$ cat config.mk
export PLATFORM = sky130hd
export DESIGN_NAME = ps2_key_tracker
export DESIGN_NICKNAME = d
export VERILOG_FILES = /design/src/hdl/ps2_key_pkg.sv /design/src/hdl/ps2_key_tracker.sv /design/src/hdl/key_state_tracker.sv /design/src/hdl/scan_code_decoder.sv /design/src/hdl/ps2_frame_receiver.sv
export VERILOG_INCLUDE_DIRS = /design/src /design/src/hdl
export SDC_FILE = /design/constraint.sdc
export NUM_CORES = 1
export LEC_CHECK = 0
export ABC_AREA = 1
export BUFFER_PORTS_ARGS = -buffer_cell sky130_fd_sc_hd__buf_4
export CORE_MARGIN = 2
export CORE_UTILIZATION = 57
export DETAILED_ROUTE_END_ITERATION = 10
export HOLD_SLACK_MARGIN = 0.15
export MAX_ROUTING_LAYER = met4
export PLACE_DENSITY_LB_ADDON = 0.25
export SKIP_LAST_GASP = 1
export SLEW_MARGIN = 25
export SYNTH_ARGS = -nofsm -noshare
export SYNTH_HDL_FRONTEND = slang
export SYNTH_HIERARCHICAL = 1
export SYNTH_SLANG_ARGS = --single-unit
$ cat constraint.sdc
create_clock -name clock -period 1.75 [get_ports clock]
set_input_delay 0.175 -clock clock [delete_from_list [all_inputs] [get_ports clock]]
set_output_delay 0.175 -clock clock [all_outputs]
set_load 0.005 [all_outputs]
$ cat src/hdl/ps2_key_settings.svh
// frame format, line timeout and key count for the PS/2 key tracker
// frame is start, eight data bits lsb first, odd parity, stop
// timeout counts system clock cycles, so retune it with the clock rate
// key count must agree with the key index enum in the package
`ifndef PS2_KEY_SETTINGS_SVH
`define PS2_KEY_SETTINGS_SVH

// bits in one keyboard-to-host frame
`define PS2_FRAME_BITS 11

// payload bits in one frame
`define PS2_DATA_BITS 8

// system cycles with no ps2 clock fall before a partial frame is dropped
// keyboards clock at 10 to 16.7 khz, so a bit period is far below this
`define PS2_IDLE_TIMEOUT 4096

// tracked letter keys
`define KEY_COUNT 12

`endif
$ cat src/hdl/ps2_key_pkg.sv
// shared types and scan code set 2 constants for the PS/2 key tracker
// only single-byte make codes are listed, extended keys are not tracked
// key_code_of gives the code of each tracked key by its vector position
`include "ps2_key_settings.svh"

package ps2_key_pkg;

  // byte from the frame receiver, valid for one cycle
  typedef struct packed {
    logic                       valid;
    logic [`PS2_DATA_BITS-1:0]  data;
  } ps2_byte_t;

  // decoded key event, make low means break
  typedef struct packed {
    logic                       valid;
    logic                       make;
    logic                       extended;
    logic [`PS2_DATA_BITS-1:0]  code;
  } key_event_t;

  // bit position of each key in the held and pressed vectors
  typedef enum logic [3:0] {
    key_a = 4'd0,
    key_w,
    key_s,
    key_e,
    key_d,
    key_f,
    key_t,
    key_g,
    key_y,
    key_h,
    key_u,
    key_j = 4'd11
  } key_index_t;

  typedef logic [`KEY_COUNT-1:0] key_vector_t;

  // prefix bytes
  localparam logic [7:0] code_prefix_extended = 8'hE0;
  localparam logic [7:0] code_prefix_break    = 8'hF0;

  // make codes of the tracked keys
  localparam logic [7:0] code_key_a = 8'h1C;
  localparam logic [7:0] code_key_w = 8'h1D;
  localparam logic [7:0] code_key_s = 8'h1B;
  localparam logic [7:0] code_key_e = 8'h24;
  localparam logic [7:0] code_key_d = 8'h23;
  localparam logic [7:0] code_key_f = 8'h2B;
  localparam logic [7:0] code_key_t = 8'h2C;
  localparam logic [7:0] code_key_g = 8'h34;
  localparam logic [7:0] code_key_y = 8'h35;
  localparam logic [7:0] code_key_h = 8'h33;
  localparam logic [7:0] code_key_u = 8'h3C;
  localparam logic [7:0] code_key_j = 8'h3B;

  // lookup table, one entry per key position
  function automatic logic [7:0] key_code_of(key_index_t key);
    case (key)
      key_a:   return code_key_a;
      key_w:   return code_key_w;
      key_s:   return code_key_s;
      key_e:   return code_key_e;
      key_d:   return code_key_d;
      key_f:   return code_key_f;
      key_t:   return code_key_t;
      key_g:   return code_key_g;
      key_y:   return code_key_y;
      key_h:   return code_key_h;
      key_u:   return code_key_u;
      key_j:   return code_key_j;
      // F0 never reaches the tracker as an event code, so this never matches
      default: return code_prefix_break;
    endcase
  endfunction

endpackage

$ cat src/hdl/ps2_key_tracker.sv
// PS/2 keyboard tracker for twelve letter keys, scan code set 2
// receive only, the host never drives the keyboard lines
// held is high while a key is down, pressed pulses one cycle on key down
// held and pressed follow a stop bit's falling clock edge by 6 cycles
// print screen, pause and all E0 keys are ignored
// reset with keys down clears held until the keyboard repeats a make
`timescale 1ns/1ps

module ps2_key_tracker (
  input  logic                     clock,
  input  logic                     reset,
  input  logic                     ps2_clock,
  input  logic                     ps2_data,
  output ps2_key_pkg::key_vector_t held,
  output ps2_key_pkg::key_vector_t pressed
);

  import ps2_key_pkg::*;

  // checked byte from the line receiver
  ps2_byte_t  rx_byte;
  // make or break event after prefix decoding
  key_event_t key_event;

  // serial frames to bytes, 4 cycles
  ps2_frame_receiver receiver_i (
    .clock     (clock),
    .reset     (reset),
    .ps2_clock (ps2_clock),
    .ps2_data  (ps2_data),
    .rx_byte   (rx_byte)
  );

  // bytes to events, 1 cycle
  scan_code_decoder decoder_i (
    .clock     (clock),
    .reset     (reset),
    .rx_byte   (rx_byte),
    .key_event (key_event)
  );

  // events to key vectors, 1 cycle
  key_state_tracker tracker_i (
    .clock     (clock),
    .reset     (reset),
    .key_event (key_event),
    .held      (held),
    .pressed   (pressed)
  );

endmodule

$ cat src/hdl/key_state_tracker.sv
// held and pressed state of the twelve tracked letter keys
// held follows make and break events, pressed pulses on a 0 to 1 held change
// both update the cycle after the event strobe
// extended events and codes outside the table leave both untouched
// typematic repeats of a held key give no further pulse
`timescale 1ns/1ps
`include "ps2_key_settings.svh"

module key_state_tracker (
  input  logic                     clock,
  input  logic                     reset,
  input  ps2_key_pkg::key_event_t  key_event,
  output ps2_key_pkg::key_vector_t held,
  output ps2_key_pkg::key_vector_t pressed
);

  import ps2_key_pkg::*;

  // one-hot hit of the event code, zero for unknown codes
  key_vector_t match_vector;
  key_vector_t held_next;

  always_comb begin
    match_vector = '0;
    for (int i = 0; i < `KEY_COUNT; i++) begin
      if (key_event.code == key_code_of(key_index_t'(i))) begin
        match_vector[i] = 1'b1;
      end
    end
  end

  // next held state
  always_comb begin
    held_next = held;
    if (key_event.valid && !key_event.extended) begin
      if (key_event.make) begin
        held_next = held | match_vector;
      end else begin
        held_next = held & ~match_vector;
      end
    end
  end

  always_ff @(posedge clock) begin
    if (!reset) begin
      held    <= '0;
      pressed <= '0;
    end else begin
      held    <= held_next;
      // rising bits only, a repeat make of a held key leaves this low
      pressed <= held_next & ~held;
    end
  end

endmodule

$ cat src/hdl/scan_code_decoder.sv
// scan code set 2 prefix decoder
// E0 marks the next code extended, F0 marks it a break
// prefixes only move the state, any other byte yields one event
// event is valid the cycle after its byte, state returns to plain make
`timescale 1ns/1ps
`include "ps2_key_settings.svh"

module scan_code_decoder (
  input  logic                    clock,
  input  logic                    reset,
  input  ps2_key_pkg::ps2_byte_t  rx_byte,
  output ps2_key_pkg::key_event_t key_event
);

  import ps2_key_pkg::*;

  // bit 1 extended, bit 0 break
  typedef enum logic [1:0] {
    state_make           = 2'b00,
    state_break          = 2'b01,
    state_extended       = 2'b10,
    state_extended_break = 2'b11
  } decode_state_t;

  decode_state_t               decode_state;
  logic                        is_break;
  logic                        is_extended;
  logic                        event_valid;
  logic                        event_make;
  logic                        event_extended;
  logic [`PS2_DATA_BITS-1:0]   event_code;

  assign is_break    = (decode_state == state_break) || (decode_state == state_extended_break);
  assign is_extended = (decode_state == state_extended) ||
                       (decode_state == state_extended_break);

  // prefix FSM and event strobe
  always_ff @(posedge clock) begin
    if (!reset) begin
      decode_state <= state_make;
      event_valid  <= 1'b0;
    end else begin
      event_valid <= 1'b0;
      if (rx_byte.valid) begin
        case (rx_byte.data)
          code_prefix_extended: begin
            // keep a pending break
            decode_state <= is_break ? state_extended_break : state_extended;
          end
          code_prefix_break: begin
            // keep a pending extended
            decode_state <= is_extended ? state_extended_break : state_break;
          end
          default: begin
            event_valid  <= 1'b1;
            decode_state <= state_make;
          end
        endcase
      end
    end
  end

  // event fields, captured only for non-prefix bytes
  always_ff @(posedge clock) begin
    if (rx_byte.valid && rx_byte.data != code_prefix_extended &&
        rx_byte.data != code_prefix_break) begin
      event_make     <= !is_break;
      event_extended <= is_extended;
      event_code     <= rx_byte.data;
    end
  end

  assign key_event = '{
    valid:    event_valid,
    make:     event_make,
    extended: event_extended,
    code:     event_code
  };

endmodule

$ cat src/hdl/ps2_frame_receiver.sv
// keyboard-to-host PS/2 frame receiver, receive only
// both lines are taken as plain inputs, host never drives them
// byte valid comes 4 system cycles after the stop bit's falling clock edge
// bad start, stop or parity drops the frame with no indication
// system clock must be well above the ps2 clock so each half bit spans cycles
`timescale 1ns/1ps
`include "ps2_key_settings.svh"

module ps2_frame_receiver (
  input  logic                   clock,
  input  logic                   reset,
  input  logic                   ps2_clock,
  input  logic                   ps2_data,
  output ps2_key_pkg::ps2_byte_t rx_byte
);

  localparam int count_width = $clog2(`PS2_FRAME_BITS);
  localparam int idle_width  = $clog2(`PS2_IDLE_TIMEOUT);
  // position of the stop bit in the frame
  localparam logic [count_width-1:0] last_bit = count_width'(`PS2_FRAME_BITS - 1);
  localparam logic [idle_width-1:0]  idle_limit = idle_width'(`PS2_IDLE_TIMEOUT - 1);

  // two-flop synchronisers, bit 1 is the settled stage
  logic [1:0]                      clock_sync;
  logic [1:0]                      data_sync;
  logic                            clock_prev;
  // registered falling edge with its data sample
  logic                            fall_edge;
  logic                            data_bit;
  logic [count_width-1:0]          bit_count;
  // start, data and parity, start ends up in bit 0
  logic [`PS2_FRAME_BITS-2:0]      frame_shift;
  logic [idle_width-1:0]           idle_count;
  logic                            frame_ok;
  logic                            byte_valid;
  logic [`PS2_DATA_BITS-1:0]       byte_data;

  // lines idle high, so reset the chain high to avoid a false edge
  always_ff @(posedge clock) begin
    if (!reset) begin
      clock_sync <= 2'b11;
      data_sync  <= 2'b11;
      clock_prev <= 1'b1;
      fall_edge  <= 1'b0;
    end else begin
      clock_sync <= {clock_sync[0], ps2_clock};
      data_sync  <= {data_sync[0], ps2_data};
      clock_prev <= clock_sync[1];
      fall_edge  <= clock_prev & ~clock_sync[1];
    end
  end

  // start low, stop high, data plus parity has an odd count of ones
  // data_bit holds the stop bit while bit_count sits at last_bit
  assign frame_ok = !frame_shift[0] && data_bit && (^frame_shift[`PS2_FRAME_BITS-2:1]);

  // bit counter, idle watchdog and valid strobe
  always_ff @(posedge clock) begin
    if (!reset) begin
      bit_count  <= '0;
      idle_count <= '0;
      byte_valid <= 1'b0;
    end else begin
      byte_valid <= 1'b0;
      if (fall_edge) begin
        idle_count <= '0;
        if (bit_count == last_bit) begin
          bit_count  <= '0;
          byte_valid <= frame_ok;
        end else begin
          bit_count <= bit_count + 1'b1;
        end
      end else if (bit_count != '0) begin
        // mid frame with a silent clock
        if (idle_count == idle_limit) begin
          bit_count  <= '0;
          idle_count <= '0;
        end else begin
          idle_count <= idle_count + 1'b1;
        end
      end
    end
  end

  // datapath
  always_ff @(posedge clock) begin
    data_bit <= data_sync[1];
    if (fall_edge) begin
      // lsb first, so shift in from the top
      frame_shift <= {data_bit, frame_shift[`PS2_FRAME_BITS-2:1]};
      if (bit_count == last_bit) begin
        byte_data <= frame_shift[`PS2_DATA_BITS:1];
      end
    end
  end

  assign rx_byte = '{valid: byte_valid, data: byte_data};

endmodule

Yosys cells after proc, flatten, opt, wreduce, memory -nomap -nowiden
Cells that the tools add are included.
{"block": "totals", "in_bits": 4, "ff_bits": 79, "latch_bits": 0, "word_cells": 91, "romBits": 0, "ram_bits": 0, "out_inout_bits": 24, "n_memories": 0}
{"block": "op_classes", "multipliers": 0, "order_cmp": 0, "shift": 0, "bitwise_logic": 8, "add_sub_neg": 2, "n_reduce_logical": 20, "div_mod_pow": 0, "muxes": 23, "eq_ne": 21}
{"op": "equality test 8 x 6 -> 1 bit, second input constant", "count": 9}
{"op": "two-way mux 12 bit", "count": 3}
{"op": "bitwise AND 12 bit", "count": 2}
{"op": "equality test 8 x 5 -> 1 bit, second input constant", "count": 3}
{"op": "NOT 12 bit", "count": 2}
{"op": "equality test 8 bit, second input constant", "count": 2}
{"op": "two-way mux 4 bit", "count": 4}
{"op": "inequality test 8 bit, second input constant", "count": 2}
{"op": "two-way mux 1 bit", "count": 14}
{"op": "adder 12 x 1 -> 12 bit, second input constant", "count": 1}
{"op": "equality test 12 bit, second input constant", "count": 1}
{"op": "OR 12 bit", "count": 1}
{"op": "parity 9 bit", "count": 1}
{"op": "AND reduction 2 bit", "count": 3}
{"op": "logical AND 1 bit", "count": 5}
{"op": "adder 4 x 1 -> 4 bit, second input constant", "count": 1}
{"op": "equality test 2 bit, second input constant", "count": 2}
{"op": "equality test 4 bit, second input constant", "count": 1}
{"op": "one-hot mux 2 bit (2 select lines)", "count": 1}
{"op": "nonzero test 2 bit", "count": 2}
{"op": "nonzero test 4 bit", "count": 1}
{"op": "OR reduction 2 bit", "count": 2}
{"op": "logical NOT 1 bit", "count": 3}
{"op": "AND reduction 3 bit", "count": 1}
{"op": "other kinds (5)", "count": 7}

Longest topological paths before layout
{"block": "depth", "word_depth": 7, "depth_mapped": 10}

Modules after synthesis
Netlist, hierarchy kept.
{"mod": "ps2_frame_receiver", "seq_area_each_um2": 1021.0, "cells_each": 184, "area_per_inst_um2": 1828.0, "instances": 1}
{"mod": "key_state_tracker", "seq_area_each_um2": 480.5, "cells_each": 168, "area_per_inst_um2": 1097.3, "instances": 1}
{"mod": "scan_code_decoder", "seq_area_each_um2": 360.3, "cells_each": 47, "area_per_inst_um2": 523.0, "instances": 1}

Worst setup path after synthesis
OpenSTA, ideal clock, no wires.
{"block": "synth_timing", "kind": "register -> register", "from": "register receiver_i.fall_edge", "to": "register receiver_i.byte_data[0], enable pin", "arrival_time_ns": 1.204, "required_time_ns": 1.380, "n_path_buf": 0, "path_slack_ns": 0.176, "stages_incl_launch_ff": 3, "synth_period_minus_slack_ns": 1.574, "path_cell_list": "dfxtp_1 -> inv_1 -> nor2_1"}
{"block": "synth_via", "elab_chain_len": 1}
{"element": "start, declared", "line": "ps2_frame_receiver.sv:28", "text": "logic fall_edge;"}
{"element": "start signal, assigned", "line": "ps2_frame_receiver.sv:49", "text": "fall_edge <= clock_prev & ~clock_sync[1];"}
{"element": "AND reduction 2 bit (no line)"}
{"element": "end signal, assigned", "line": "ps2_frame_receiver.sv:92", "text": "byte_data <= frame_shift[`PS2_DATA_BITS:1];"}
{"element": "end, declared", "line": "ps2_frame_receiver.sv:36", "text": "logic [`PS2_DATA_BITS-1:0] byte_data;"}
No other way between the ends.
A chain may end at the register's enable or synchronous reset.

Worst setup path in the final report
{"block": "layout_timing", "from": "register receiver_i.bit_count[0]", "to": "register receiver_i.idle_count[8]"}
{"block": "layout_via", "elab_chain_len": 1}
{"element": "start, declared", "line": "ps2_frame_receiver.sv:30", "text": "logic [count_width-1:0] bit_count;"}
{"element": "start signal, assigned", "line": "ps2_frame_receiver.sv:71", "text": "bit_count <= bit_count + 1'b1;"}
{"element": "nonzero test 4 bit", "line": "ps2_frame_receiver.sv:73", "text": "end else if (bit_count != '0) begin"}
{"element": "end signal, assigned", "line": "ps2_frame_receiver.sv:79", "text": "idle_count <= idle_count + 1'b1;"}
{"element": "end, declared", "line": "ps2_frame_receiver.sv:33", "text": "logic [idle_width-1:0] idle_count;"}
No other way between the ends.

==> metrics.txt <==
clock skew=0.00645 ns; initial antenna violation count=0; total wire length=5700 um; starting DRC count in detailed routing=96; port buffer count=27; Setup TNS=0 ns; post_cts resized=0; Die Y=81.8 um; HP Class=reg2reg; clock latency on the worst-skew pair=0.35 ns; post-synthesis register bit count=79; largest cells by area after synthesis=dfxtp_1 30%, edfxtp_1 24%, nand2_1 8.4%; Max VDD drop=0.810 mV; vias per inst=4.77; clk sinks=79; WS Path Type=reg2reg; number of max-cap violations=0; Row Count=28; Critical Path AT=1.65 ns; Netlist cell types=33; final hold viol count=0; vias in the first global route=2,221; Setup violations, final=0; most common cell in the netlist=nand2_1; # IOs=28; Layout fillers=498; clk buf depth=2; placed insts=496; WP data required=1.99 ns; Via Count=2,456; CTS tree=built; Rel. slew slack=76.1%; unrepaired setup endpoints after global routing=false; pwr dens=867 nW/um^2; number of buffers created by CTS=9; DIE AREA=6690 um^2; Startpoint Class=register; Final Cycle Share=80.2%; die width=81.8 um; DP Area=3720 um^2; CTS H-tree depth=3; fmax=712 MHz; layout cells sized above 1=21.4%; Post-Syn Nets=407; Least-Margin Pin Slew=0.358 ns; Tmin final=1.40 ns; grt ovf=0; # DRC=0; CP max FO=6; Mapped Cells=399; slack of the critical path=0.346 ns; routed length per placed instance=11.1 um; Yosys top cell area share=29.6%; Area Overhead vs Synth=15.1%; syn_area_per_cell=8.64 um^2; status=complete, no violations; most common flop cell mapped by yosys=dfxtp_1; max-slew violations=0; asr flop ratio synth=0%; gr usage total=19.4%; cell taking the most area after synthesis=dfxtp_1; Post-synth EDFFs=28; GPL Wtd Cong=0.845; P_leak=1.75 nW; Mapped Area=3450 um^2; fin nets=443; largest net degree at the start of global routing=27; antenna viol nets, final=0; pre-CTS setup slack=0.380 ns; Final Cell Area=3970 um^2; Worst-path clk slew=0.08 ns; first-pass GRT wire length=9520 um; commonest cells in the netlist=77 x nand2_1, 65 x inv_1, 54 x nor2_1, 51 x dfxtp_1, 28 x edfxtp_1; Root Buffer=clkbuf_8; Inserted Diodes=0; Critical Path End Type=register; Starting Density=58.6%; register area share after synthesis=54.0%; DP HPWL=4040 um; 1st-pass router iterations=4; yosys synthesis warning count=6; final non-filler cell total=515; Core Footprint=5890 um^2
-- final timing paths --
| path | startpoint | end | slack, ns | cells past startpoint |
|---|---|---|---|---|
| setup / recovery | receiver_i/bit_count[0] | receiver_i/idle_count[8] | 0.35 | 8 |
| hold / removal | receiver_i/data_sync[1] | receiver_i/data_bit | 0.34 | 0 |
| setup reg to reg | receiver_i/bit_count[0] | receiver_i/idle_count[8] | 0.35 | 8 |
| hold reg to reg | receiver_i/data_sync[1] | receiver_i/data_bit | 0.34 | 0 |
-- cell families after synthesis --
group                    Yosys count  share of synthesized area, %
flip-flops                        79                          54.0
AO/OA/AOI/OAI                     16                          2.43
AND/OR/NAND/NOR                  211                          30.7
XOR/XNOR                           8                          2.03
buffers and inverters             81                          9.43
adder cells (fa/ha/maj)            4                          1.45
-- power breakdown --
part | internal, mW | switching (mW)
Sequential | 1.90 | 0.00733
Combinational | 0.0311 | 0.0511
Clock | 0.804 | 0.648
Total | 2.74 | 0.707
-- layout by cell type, fill, tap and decap left out, types with 2 or more instances in the layout --
| master | instances |
|---|---|
| nand3_2 | 3 |
| a21oi_1 | 9 |
| nand2_1 | 77 |
| inv_1 | 65 |
| nor3_1 | 2 |
| nor2_4 | 6 |
| clkbuf_8 | 9 |
| bufinv_16 | 2 |
| clkbuf_1 | 2 |
| nand4_1 | 15 |
| xnor2_1 | 2 |
| clkinvlp_4 | 3 |
| or2_2 | 4 |
| dfxtp_1 | 51 |
| o21ai_1 | 4 |
| o21ai_0 | 2 |
| edfxtp_1 | 28 |
| ha_1 | 4 |
| dlygate4sd3_1 | 3 |
| xor2_1 | 6 |
| nand3_1 | 17 |
| nand2_2 | 7 |
| nand3b_1 | 3 |
| buf_4 | 31 |
| nand2_4 | 5 |
| nor2_2 | 13 |
| inv_2 | 6 |
| nor2_1 | 54 |
-- area by class of cell --
cell class / instances / area, um^2 / share of cell area [%]
multi-input cells: 239 / 1260 / 31.8
clock buffers: 11 / 131 / 3.31
inverters: 72 / 275 / 6.94
well taps: 75 / 93.8 / 2.36
repair buffers: 34 / 263 / 6.62
clock inverters: 5 / 82.6 / 2.08
flip-flops and latches: 79 / 1860 / 46.9
-- stage by stage --
step | power (mW) | hold WS (ns) | utilization [%]
after floorplan | 2.00 | 0.282 | -
after global placement | 2.03 | 0.311 | 63.3
after detailed placement | 2.03 | 0.323 | 63.3
after CTS | 3.47 | 0.342 | 67.4
after global routing | 3.55 | 0.343 | 67.4
final | 3.44 | 0.337 | 67.4
-- metal layers --
layer | vias up | global-route usage [%] | part of all wire [%]
met2 | 51 | 32.7 | 48
met4 | 0 | 9.83 | 1.2
met3 | 8 | 4.40 | 4.7
met5 | - | - | 0
li1 | 1309 | - | -
met1 | 1088 | 21.6 | 46
-- state kept, by name (all words and copies together) (netlist names), 2 cells and up --
| register | cells |
|---|---|
| receiver_i/clock_sync | 2 |
| receiver_i/bit_count | 4 |
| decoder_i/event_code | 8 |
| receiver_i/data_sync | 2 |
| tracker_i/pressed | 12 |
| receiver_i/idle_count | 12 |
| decoder_i/decode_state | 2 |
| receiver_i/frame_shift | 10 |
| receiver_i/byte_data | 8 |
| tracker_i/held | 12 |
-- timing repair --
| item | in CTS | in global routing |
|---|---|---|
| hold buffers | 3 | 0 |
| setup buffers | 0 | 0 |
| endpoints found under the hold margin | 3 | 0 |
| setup endpoints to repair | 0 | 0 |
-- critical path, stage by stage (launching register included) --
cell and delay, ns:
dfxtp_1 0.38, inv_1 0.10, ha_1 0.23, nand2_4 0.14, inv_6 0.07, nor2_4 0.14, nand2_1 0.08, o21ai_1 0.11
a21oi_1 0.05
No activity file was read; power rests on OpenSTA's default activity.
